[config.mk]
export PLATFORM = sky130hd
export DESIGN_NAME = plic
export DESIGN_NICKNAME = d
export VERILOG_FILES = /design/src/design/plic_pkg.sv /design/src/design/plic_axi_port.sv /design/src/design/plic_gateway.sv /design/src/design/plic_target.sv /design/src/design/plic_regs.sv /design/src/design/plic.sv
export VERILOG_INCLUDE_DIRS = /design/src /design/src/include
export SDC_FILE = /design/constraint.sdc
export NUM_CORES = 2
export LEC_CHECK = 0
export BUFFER_PORTS_ARGS = -buffer_cell sky130_fd_sc_hd__buf_2
export CAP_MARGIN = 20
export CELL_PAD_IN_SITES_DETAIL_PLACEMENT = 0
export CELL_PAD_IN_SITES_GLOBAL_PLACEMENT = 1
export CORE_AREA = 2 2 265 333
export CTS_BUF_LIST = sky130_fd_sc_hd__clkbuf_4 sky130_fd_sc_hd__clkbuf_8 sky130_fd_sc_hd__clkbuf_16
export DETAILED_ROUTE_END_ITERATION = 12
export DIE_AREA = 0 0 267 335
export PLACE_DENSITY = 0.79
export SYNTH_ARGS = -nofsm -noshare
export SYNTH_HDL_FRONTEND = slang
export SYNTH_SLANG_ARGS = --single-unit
[constraint.sdc]
create_clock -name clk -period 48.9 [get_ports clk]
set_clock_uncertainty 0.05 [all_clocks]
set_input_delay 7.335 -clock clk [delete_from_list [all_inputs] [get_ports clk]]
set_output_delay 7.335 -clock clk [all_outputs]
set_load 0.01 [all_outputs]
[src/include/plic_settings.svh]
`ifndef PLIC_SETTINGS_SVH
`define PLIC_SETTINGS_SVH

// Interrupt sources, source 0 means no interrupt
`define PLIC_NDEV 8

// Targets, context 0 is M-mode and context 1 is S-mode
`define PLIC_NCTX 2

// Address map, byte addresses on the 28-bit slave port
`define PLIC_PRIO_BASE  28'hc000000 // One priority word per source
`define PLIC_PEND_BASE  28'hc001000 // Pending word, read only
`define PLIC_EN_BASE    28'hc002000 // Enable mask of context 0
`define PLIC_EN_STRIDE  28'h0000080 // Per context
`define PLIC_CTX_BASE   28'hc200000 // Threshold of context 0
`define PLIC_CTX_STRIDE 28'h0001000 // Per context
`define PLIC_CLAIM_OFS  28'h0000004 // Claim/complete inside a context block

// Priority words are 4 bytes apart
`define PLIC_WORD_BYTES 4

`endif

[src/design/plic_pkg.sv]
`include "plic_settings.svh"

package plic_pkg;

    // Register data as seen on the slave port
    typedef logic [31:0] plic_word_t;

    // Byte address on the slave port
    typedef logic [27:0] plic_addr_t;

    // One bit per interrupt source
    typedef logic [`PLIC_NDEV-1:0] plic_src_t;

    // Source number, 0 when nothing is eligible
    typedef logic [$clog2(`PLIC_NDEV)-1:0] plic_id_t;

    // Write request once both AW and W halves are held
    typedef struct packed {
        plic_addr_t addr;
        plic_word_t data;
    } plic_wr_t;

    // Claim issued by a read of a claim register
    typedef struct packed {
        plic_id_t id;  // Source to clear
        logic     ctx; // Context that claimed it
    } plic_claim_t;

endpackage

[src/design/plic_axi_port.sv]
`timescale 1ns/1ps

module plic_axi_port (
    input  logic                 clk,
    input  logic                 rst,
    // Write address channel
    input  plic_pkg::plic_addr_t awaddr,
    input  logic                 awvalid,
    output logic                 awready,
    // Write data channel
    input  plic_pkg::plic_word_t wdata,
    input  logic                 wvalid,
    output logic                 wready,
    // Write response channel
    output logic                 bvalid,
    input  logic                 bready,
    // Read address channel
    input  plic_pkg::plic_addr_t araddr,
    input  logic                 arvalid,
    output logic                 arready,
    // Read data channel
    output logic                 rvalid,
    output plic_pkg::plic_word_t rdata,
    input  logic                 rready,
    // Register file side
    output logic                 wr_stb,
    output plic_pkg::plic_wr_t   wr,
    output logic                 rd_stb,
    output plic_pkg::plic_addr_t rd_addr,
    input  plic_pkg::plic_word_t rd_data
);
    logic aw_hs;
    logic w_hs;
    logic r_hs;
    logic b_hs;

    assign aw_hs = awvalid && awready;
    assign w_hs  = wvalid && wready;
    assign r_hs  = rvalid && rready;
    assign b_hs  = bvalid && bready;

    // Read request goes straight to the register decode
    assign rd_stb  = arvalid && arready;
    assign rd_addr = araddr;

    // Both halves held and no response pending yet
    assign wr_stb = !awready && !wready && !bvalid;

    always_ff @(posedge clk) begin
        if (rst) begin
            arready <= 1'b1;
            rvalid  <= 1'b0;
            awready <= 1'b1;
            wready  <= 1'b1;
            bvalid  <= 1'b0;
        end else begin
            if (rd_stb) begin
                arready <= 1'b0; // One read in flight
                rvalid  <= 1'b1;
            end
            if (r_hs) begin
                rvalid  <= 1'b0;
                arready <= 1'b1;
            end
            if (aw_hs) begin
                awready <= 1'b0;
            end
            if (w_hs) begin
                wready <= 1'b0;
            end
            if (wr_stb) begin
                bvalid <= 1'b1; // Register updates at this same edge
            end
            if (b_hs) begin
                bvalid  <= 1'b0;
                awready <= 1'b1;
                wready  <= 1'b1;
            end
        end
    end

    // Captured payloads
    always_ff @(posedge clk) begin
        if (rd_stb) begin
            rdata <= rd_data;
        end
        if (aw_hs) begin
            wr.addr <= awaddr;
        end
        if (w_hs) begin
            wr.data <= wdata;
        end
    end

    // A new read is never taken while the previous data waits
    assert property (@(posedge clk) disable iff (rst) !(rvalid && arready));

    // Response only after both write halves were taken
    assert property (@(posedge clk) disable iff (rst) bvalid |-> (!awready && !wready));

endmodule

[src/design/plic_gateway.sv]
`timescale 1ns/1ps
`include "plic_settings.svh"

module plic_gateway (
    input  logic                  clk,
    input  logic                  rst,
    input  plic_pkg::plic_src_t   src,
    input  logic                  claim_stb,
    input  plic_pkg::plic_claim_t claim,
    output plic_pkg::plic_src_t   pending
);
    import plic_pkg::*;

    plic_src_t pending_nxt;

    always_comb begin
        pending_nxt = pending;
        for (int i = 1; i < `PLIC_NDEV; i++) begin
            if (src[i]) begin
                pending_nxt[i] = 1'b1; // Level or pulse, latched alike
            end
        end
        // Claim beats a source seen in the same cycle
        if (claim_stb) begin
            pending_nxt[claim.id] = 1'b0;
        end
        pending_nxt[0] = 1'b0; // Source 0 is no interrupt
    end

    always_ff @(posedge clk) begin
        if (rst) begin
            pending <= '0;
        end else begin
            pending <= pending_nxt;
        end
    end

    // Nothing may ever become pending as source 0
    assert property (@(posedge clk) disable iff (rst) !pending[0]);

endmodule

[src/design/plic_target.sv]
`timescale 1ns/1ps
`include "plic_settings.svh"

module plic_target (
    input  plic_pkg::plic_src_t  pending,
    input  plic_pkg::plic_src_t  en,
    input  plic_pkg::plic_word_t prio [`PLIC_NDEV],
    input  plic_pkg::plic_word_t thresh,
    output plic_pkg::plic_id_t   best
);
    import plic_pkg::*;

    plic_src_t  eligible;
    plic_word_t best_prio;

    // Pending, enabled and strictly above this context's threshold
    always_comb begin
        eligible = pending & en;
        for (int i = 0; i < `PLIC_NDEV; i++) begin
            if (prio[i] <= thresh) begin
                eligible[i] = 1'b0;
            end
        end
        eligible[0] = 1'b0;
    end

    // Strict compare keeps the lowest id on equal priority
    always_comb begin
        best      = '0;
        best_prio = '0;
        for (int i = 1; i < `PLIC_NDEV; i++) begin
            if (eligible[i] && prio[i] > best_prio) begin
                best      = plic_id_t'(i);
                best_prio = prio[i];
            end
        end
    end

endmodule

[src/design/plic_regs.sv]
`timescale 1ns/1ps
`include "plic_settings.svh"

module plic_regs (
    input  logic                  clk,
    input  logic                  rst,
    input  logic                  wr_stb,
    input  plic_pkg::plic_wr_t    wr,
    input  logic                  rd_stb,
    input  plic_pkg::plic_addr_t  rd_addr,
    input  plic_pkg::plic_src_t   pending,
    input  plic_pkg::plic_id_t    best [`PLIC_NCTX],
    output plic_pkg::plic_word_t  rd_data,
    output logic                  claim_stb,
    output plic_pkg::plic_claim_t claim,
    output plic_pkg::plic_word_t  prio [`PLIC_NDEV],
    output plic_pkg::plic_src_t   en [`PLIC_NCTX],
    output plic_pkg::plic_word_t  thresh [`PLIC_NCTX]
);
    import plic_pkg::*;

    logic claim_hit;
    logic claim_ctx;

    function automatic plic_addr_t prio_addr(input int i);
        return `PLIC_PRIO_BASE + plic_addr_t'(i * `PLIC_WORD_BYTES);
    endfunction

    function automatic plic_addr_t en_addr(input int c);
        return `PLIC_EN_BASE + plic_addr_t'(c) * `PLIC_EN_STRIDE;
    endfunction

    function automatic plic_addr_t thr_addr(input int c);
        return `PLIC_CTX_BASE + plic_addr_t'(c) * `PLIC_CTX_STRIDE;
    endfunction

    // Register writes; pending and completion addresses fall through
    always_ff @(posedge clk) begin
        if (rst) begin
            for (int i = 0; i < `PLIC_NDEV; i++) begin
                prio[i] <= '0;
            end
            for (int c = 0; c < `PLIC_NCTX; c++) begin
                en[c]     <= '0;
                thresh[c] <= '0;
            end
        end else if (wr_stb) begin
            for (int i = 1; i < `PLIC_NDEV; i++) begin
                if (wr.addr == prio_addr(i)) begin
                    prio[i] <= wr.data; // prio[0] stays zero
                end
            end
            for (int c = 0; c < `PLIC_NCTX; c++) begin
                if (wr.addr == en_addr(c)) begin
                    en[c] <= plic_src_t'(wr.data);
                end
                if (wr.addr == thr_addr(c)) begin
                    thresh[c] <= wr.data;
                end
            end
        end
    end

    // Read decode with zero for unmapped addresses
    always_comb begin
        rd_data   = '0;
        claim_hit = 1'b0;
        claim_ctx = 1'b0;
        for (int i = 0; i < `PLIC_NDEV; i++) begin
            if (rd_addr == prio_addr(i)) begin
                rd_data = prio[i];
            end
        end
        if (rd_addr == `PLIC_PEND_BASE) begin
            rd_data = plic_word_t'(pending);
        end
        for (int c = 0; c < `PLIC_NCTX; c++) begin
            if (rd_addr == en_addr(c)) begin
                rd_data = plic_word_t'(en[c]);
            end
            if (rd_addr == thr_addr(c)) begin
                rd_data = thresh[c];
            end
            if (rd_addr == thr_addr(c) + `PLIC_CLAIM_OFS) begin
                rd_data   = plic_word_t'(best[c]); // Claim returns current winner
                claim_hit = 1'b1;
                claim_ctx = 1'(c);
            end
        end
    end

    assign claim_stb = rd_stb && claim_hit;
    assign claim.id  = best[claim_ctx];
    assign claim.ctx = claim_ctx;

    // A claim only ever clears a source that is pending
    assert property (@(posedge clk) disable iff (rst)
        claim_stb |-> (claim.id == '0 || pending[claim.id]));

endmodule

[src/design/plic.sv]
`timescale 1ns/1ps
`include "plic_settings.svh"

module plic (
    input  logic                 clk,
    input  logic                 rst,
    input  plic_pkg::plic_src_t  src,      // Device interrupt lines
    output logic [63:0]          int_pend, // To core mip
    input  plic_pkg::plic_addr_t awaddr,
    input  logic                 awvalid,
    output logic                 awready,
    input  plic_pkg::plic_word_t wdata,
    input  logic                 wvalid,
    output logic                 wready,
    output logic                 bvalid,
    input  logic                 bready,
    input  plic_pkg::plic_addr_t araddr,
    input  logic                 arvalid,
    output logic                 arready,
    output logic                 rvalid,
    output plic_pkg::plic_word_t rdata,
    input  logic                 rready
);
    import plic_pkg::*;

    logic        wr_stb;
    plic_wr_t    wr;
    logic        rd_stb;
    plic_addr_t  rd_addr;
    plic_word_t  rd_data;
    logic        claim_stb;
    plic_claim_t claim;
    plic_src_t   pending;
    plic_word_t  prio [`PLIC_NDEV];
    plic_src_t   en [`PLIC_NCTX];
    plic_word_t  thresh [`PLIC_NCTX];
    plic_id_t    best [`PLIC_NCTX];

    plic_axi_port u_port (
        .clk     (clk),
        .rst     (rst),
        .awaddr  (awaddr),
        .awvalid (awvalid),
        .awready (awready),
        .wdata   (wdata),
        .wvalid  (wvalid),
        .wready  (wready),
        .bvalid  (bvalid),
        .bready  (bready),
        .araddr  (araddr),
        .arvalid (arvalid),
        .arready (arready),
        .rvalid  (rvalid),
        .rdata   (rdata),
        .rready  (rready),
        .wr_stb  (wr_stb),
        .wr      (wr),
        .rd_stb  (rd_stb),
        .rd_addr (rd_addr),
        .rd_data (rd_data)
    );

    plic_regs u_regs (
        .clk       (clk),
        .rst       (rst),
        .wr_stb    (wr_stb),
        .wr        (wr),
        .rd_stb    (rd_stb),
        .rd_addr   (rd_addr),
        .pending   (pending),
        .best      (best),
        .rd_data   (rd_data),
        .claim_stb (claim_stb),
        .claim     (claim),
        .prio      (prio),
        .en        (en),
        .thresh    (thresh)
    );

    plic_gateway u_gateway (
        .clk       (clk),
        .rst       (rst),
        .src       (src),
        .claim_stb (claim_stb),
        .claim     (claim),
        .pending   (pending)
    );

    for (genvar c = 0; c < `PLIC_NCTX; c++) begin : g_ctx
        plic_target u_target (
            .pending (pending),
            .en      (en[c]),
            .prio    (prio),
            .thresh  (thresh[c]),
            .best    (best[c])
        );
    end

    // Context 0 is MEIP (bit 11), context 1 is SEIP (bit 9)
    always_ff @(posedge clk) begin
        if (rst) begin
            int_pend <= '0;
        end else begin
            int_pend <= '0;
            for (int c = 0; c < `PLIC_NCTX; c++) begin
                int_pend[(c == 0) ? 11 : 9] <= |best[c];
            end
        end
    end

endmodule

==> flow_summary_export.csv <==
group,metric,value,unit
status,run_status,"finished, final reports clean",
cells_and_area,fin_area,43750,um^2
min_path,hp-class,"flop to flop",
yosys,yosysMostFrequentCell,"nand2_1",
yosys,ys_top_cells_by_area,"ha_1 (26%), dfxtp_1 (16%), nand2_1 (8.2%)",
placement,gp_congestion,1.051,
sta,timing.slew.headroom,0.1266,
detailed_routing,drt_first_pass_iters,7,
global_routing,grt_pass1_vias,39134,
yosys,ys_types,95,
sta,setup_viol,0,
yosys,synth_edf_count,92,
floorplanning,die_y,335,um
sta,rsz0062_at_grt,"no",
clock_tree,clockRootBuffer,"clkbuf_16",
power_and_ir_drop,p_total,0.7479,mW
yosys,netlist.area_leader.share,0.2586,
clock_tree,clock-sinks,410,
yosys,ys_seq_elements,410,
sta,fin_setup_tns,0,ps
sta,fmax,37.78,MHz
placement,placed_area,42130,um^2
yosys,yosysTopAreaCell,"ha_1",
clock_tree,htreeDepth,2,
yosys,ys_warn_count,0,
job,cap_violations,0,
cells_and_area,layout-drive-gt1-share,0.09653,
yosys,yosys-top-cells-count,"nand2_1 (881), ha_1 (832), a21oi_1 (603), dfxtp_1 (318)",
sta,worst_pin_slew,1308,ps
critical_path,cpPeakStageDelay,1210,ps
detailed_routing,drcViolationCount,0,
detailed_routing,ant_nets,0,
detailed_routing,wl_per_cell,30.37,um
cells_and_area,fin_nets,6005,
critical_path,arrival,26920,ps
floorplanning,die_area,89450,um^2
clock_tree,clk_pin_slew,60,ps
yosys,synth_area_per_cell,8.003,um^2
clock_tree,tritoncts,"yes",
yosys,synth_cells,5031,
clock_tree,clockBufferDepth,3,
detailed_routing,drtIter0Drc,4847,
clock_tree,ctsResizeCount,0,
critical_path,cpMaxStageDelayCell,"a2111oi_2",
clock_tree,cts_hold_buf,0,
critical_path,cp_max_fo,50,
floorplanning,rows,121,
floorplanning,die_w,267,um
detailed_routing,vias,41774,
detailed_routing,drt_wl_total,190.6,mm
floorplanning,initial_utilization,0.4657,
sta,fin_crit,26470,ps
floorplanning,pin_count,204,
placement,port_buffers,140,
cells_and_area,area_growth_syn_to_layout,8.664,%
power_and_ir_drop,p_leak,18.77,nW
global_routing,grt_overflow_total,0,
yosys,synthesis.area,40260,um^2
critical_path,required,49350,ps
detailed_routing,vias_per_cell,6.656,
clock_tree,numCtsBuffers,45,
critical_path,cp-end-kind,"flop",
yosys,ys_seq_area_frac,0.2267,
sta,slew_viol_final,0,
yosys,synth_flop_cell,"dfxtp_1",
critical_path,critPathMostFrequentCell,"buf_4",
placement,hpwl,141.9,mm
floorplanning,core_area,86450,um^2
global_routing,grt_usage,0.4186,
power_and_ir_drop,vdd_drop_max,0.02491,mV
clock_tree,clock_latency,650,ps
critical_path,start_kind,"flop",
critical_path,crit_type,"flop to flop",
sta,hold_violations,0,
global_routing,grt_pass1_wl,272.2,mm
global_routing,antenna_found_initial,3,
clock_tree,post_cts_buffers,0,
global_routing,grt_max_degree,96,
power_and_ir_drop,powerDensity,17.10,nW/um^2
yosys,async_reset_ff_frac,0,
sta,post-route-period-util,0.5413,
==> report_power, final <==
part / leakage (nW) / internal (mW) / switching [mW] / total, mW
Clock: 0.777 / 0.204 / 0.164 / 0.368
Combinational: 14.5 / 0.00591 / 0.0143 / 0.0202
Sequential: 3.45 / 0.352 / 0.00769 / 0.359
Total: 18.8 / 0.562 / 0.186 / 0.748
==> kinds of logic (layout without fill, tap and decap cells) <==
kind of cell    after synthesis  in the layout  synth area share
flops                       410            410            0.2267
mux                          58             58           0.01532
other cells                   1             63        0.00009314
simple gates               1654           1654            0.1871
compound gates             1565           1565            0.2563
buf+inv                     511            526           0.05597
fa+ha+maj                   832            832            0.2586
==> layer usage <==
layer / global-route usage / vias to the layer above / wire length, um
met5: 0 / - / 29
met4: 0.3584 / 6 / 19750
met3: 0.09098 / 766 / 18940
met2: 0.6430 / 2432 / 81740
met1: 0.4950 / 19828 / 70110
li1: - / 18742 / -
==> cell usage in the layout, fill, tap and decap left out, drive strengths merged, types with 13 or more instances in the layout <==
cell	count
o22a	31
clkbuf	63
nor2	204
ha	832
a21boi	17
a21oi	623
mux2i	29
a2111oi	19
a311oi	27
buf	243
nand2b	19
a31oi	51
and4	13
inv	200
nand4	173
mux2	29
o211ai	42
nor3	50
conb	62
a21o	167
a22o	21
nor2b	43
edfxtp	92
nand2	881
o22ai	66
o21a	27
nor4	40
dfxtp	318
clkinv	15
nand3	138
a221oi	38
and2	42
o21ai	224
a211o	19
a222oi	13
a211oi	49
a22oi	43
==> critical path: cells and delay by family (launching register included) <==
kind,cells,cell delay (ps)
AO/OA/AOI/OAI,27,10520
adder cells (fa/ha/maj),7,2140
buffers and inverters,11,4750
flip-flops,1,350
multiplexers,1,460
AND/OR/NAND/NOR,26,7740
==> through the flow <==
stage	instances	utilization	hold slack [ps]	setup WS [ps]
after floorplan	5092	-	386.3	33350
after detailed placement	6187	0.4873	397.8	23870
after CTS	6271	0.5054	406.3	23820
after global placement	6186	0.4872	391.2	24030
after global routing	6275	0.5061	429.2	22570
final	6276	0.5061	405.0	22430
==> worst paths after layout <==
check                                  startpoint              endpoint  slack [ps]  cells after the start
worst max-delay path            u_regs.thresh[59]  u_gateway.pending[6]       22430                     72
worst min-delay path            u_regs.thresh[26]     u_regs.thresh[26]         400                      2
worst max register to register  u_regs.thresh[59]  u_gateway.pending[6]       22430                     72
worst min register to register  u_regs.thresh[26]     u_regs.thresh[26]         400                      2
==> sequential cells by signal, indices dropped and copies added, names as in the netlist <==
register and flops:
u_regs.thresh 64, u_port.wr 60, u_regs.en 16, u_regs.prio 224, u_port.rvalid 1, u_port.rdata 32
int_pend 2, u_port.bvalid 1, u_port.arready 1, u_gateway.pending 7, u_port.awready 1, u_port.wready 1
==> area by class of cell <==
type                    count  area [um^2]
multi-input cells        4171        29330
flip-flops and latches    410         9129
repair buffers            246         1524
inverters                 196        735.7
clock inverters            24        285.3
well taps                1168         1461
diodes                      1        2.502
fillers                  8519        42700
clock buffers              60         1281
(Power assumes the default switching activity.)
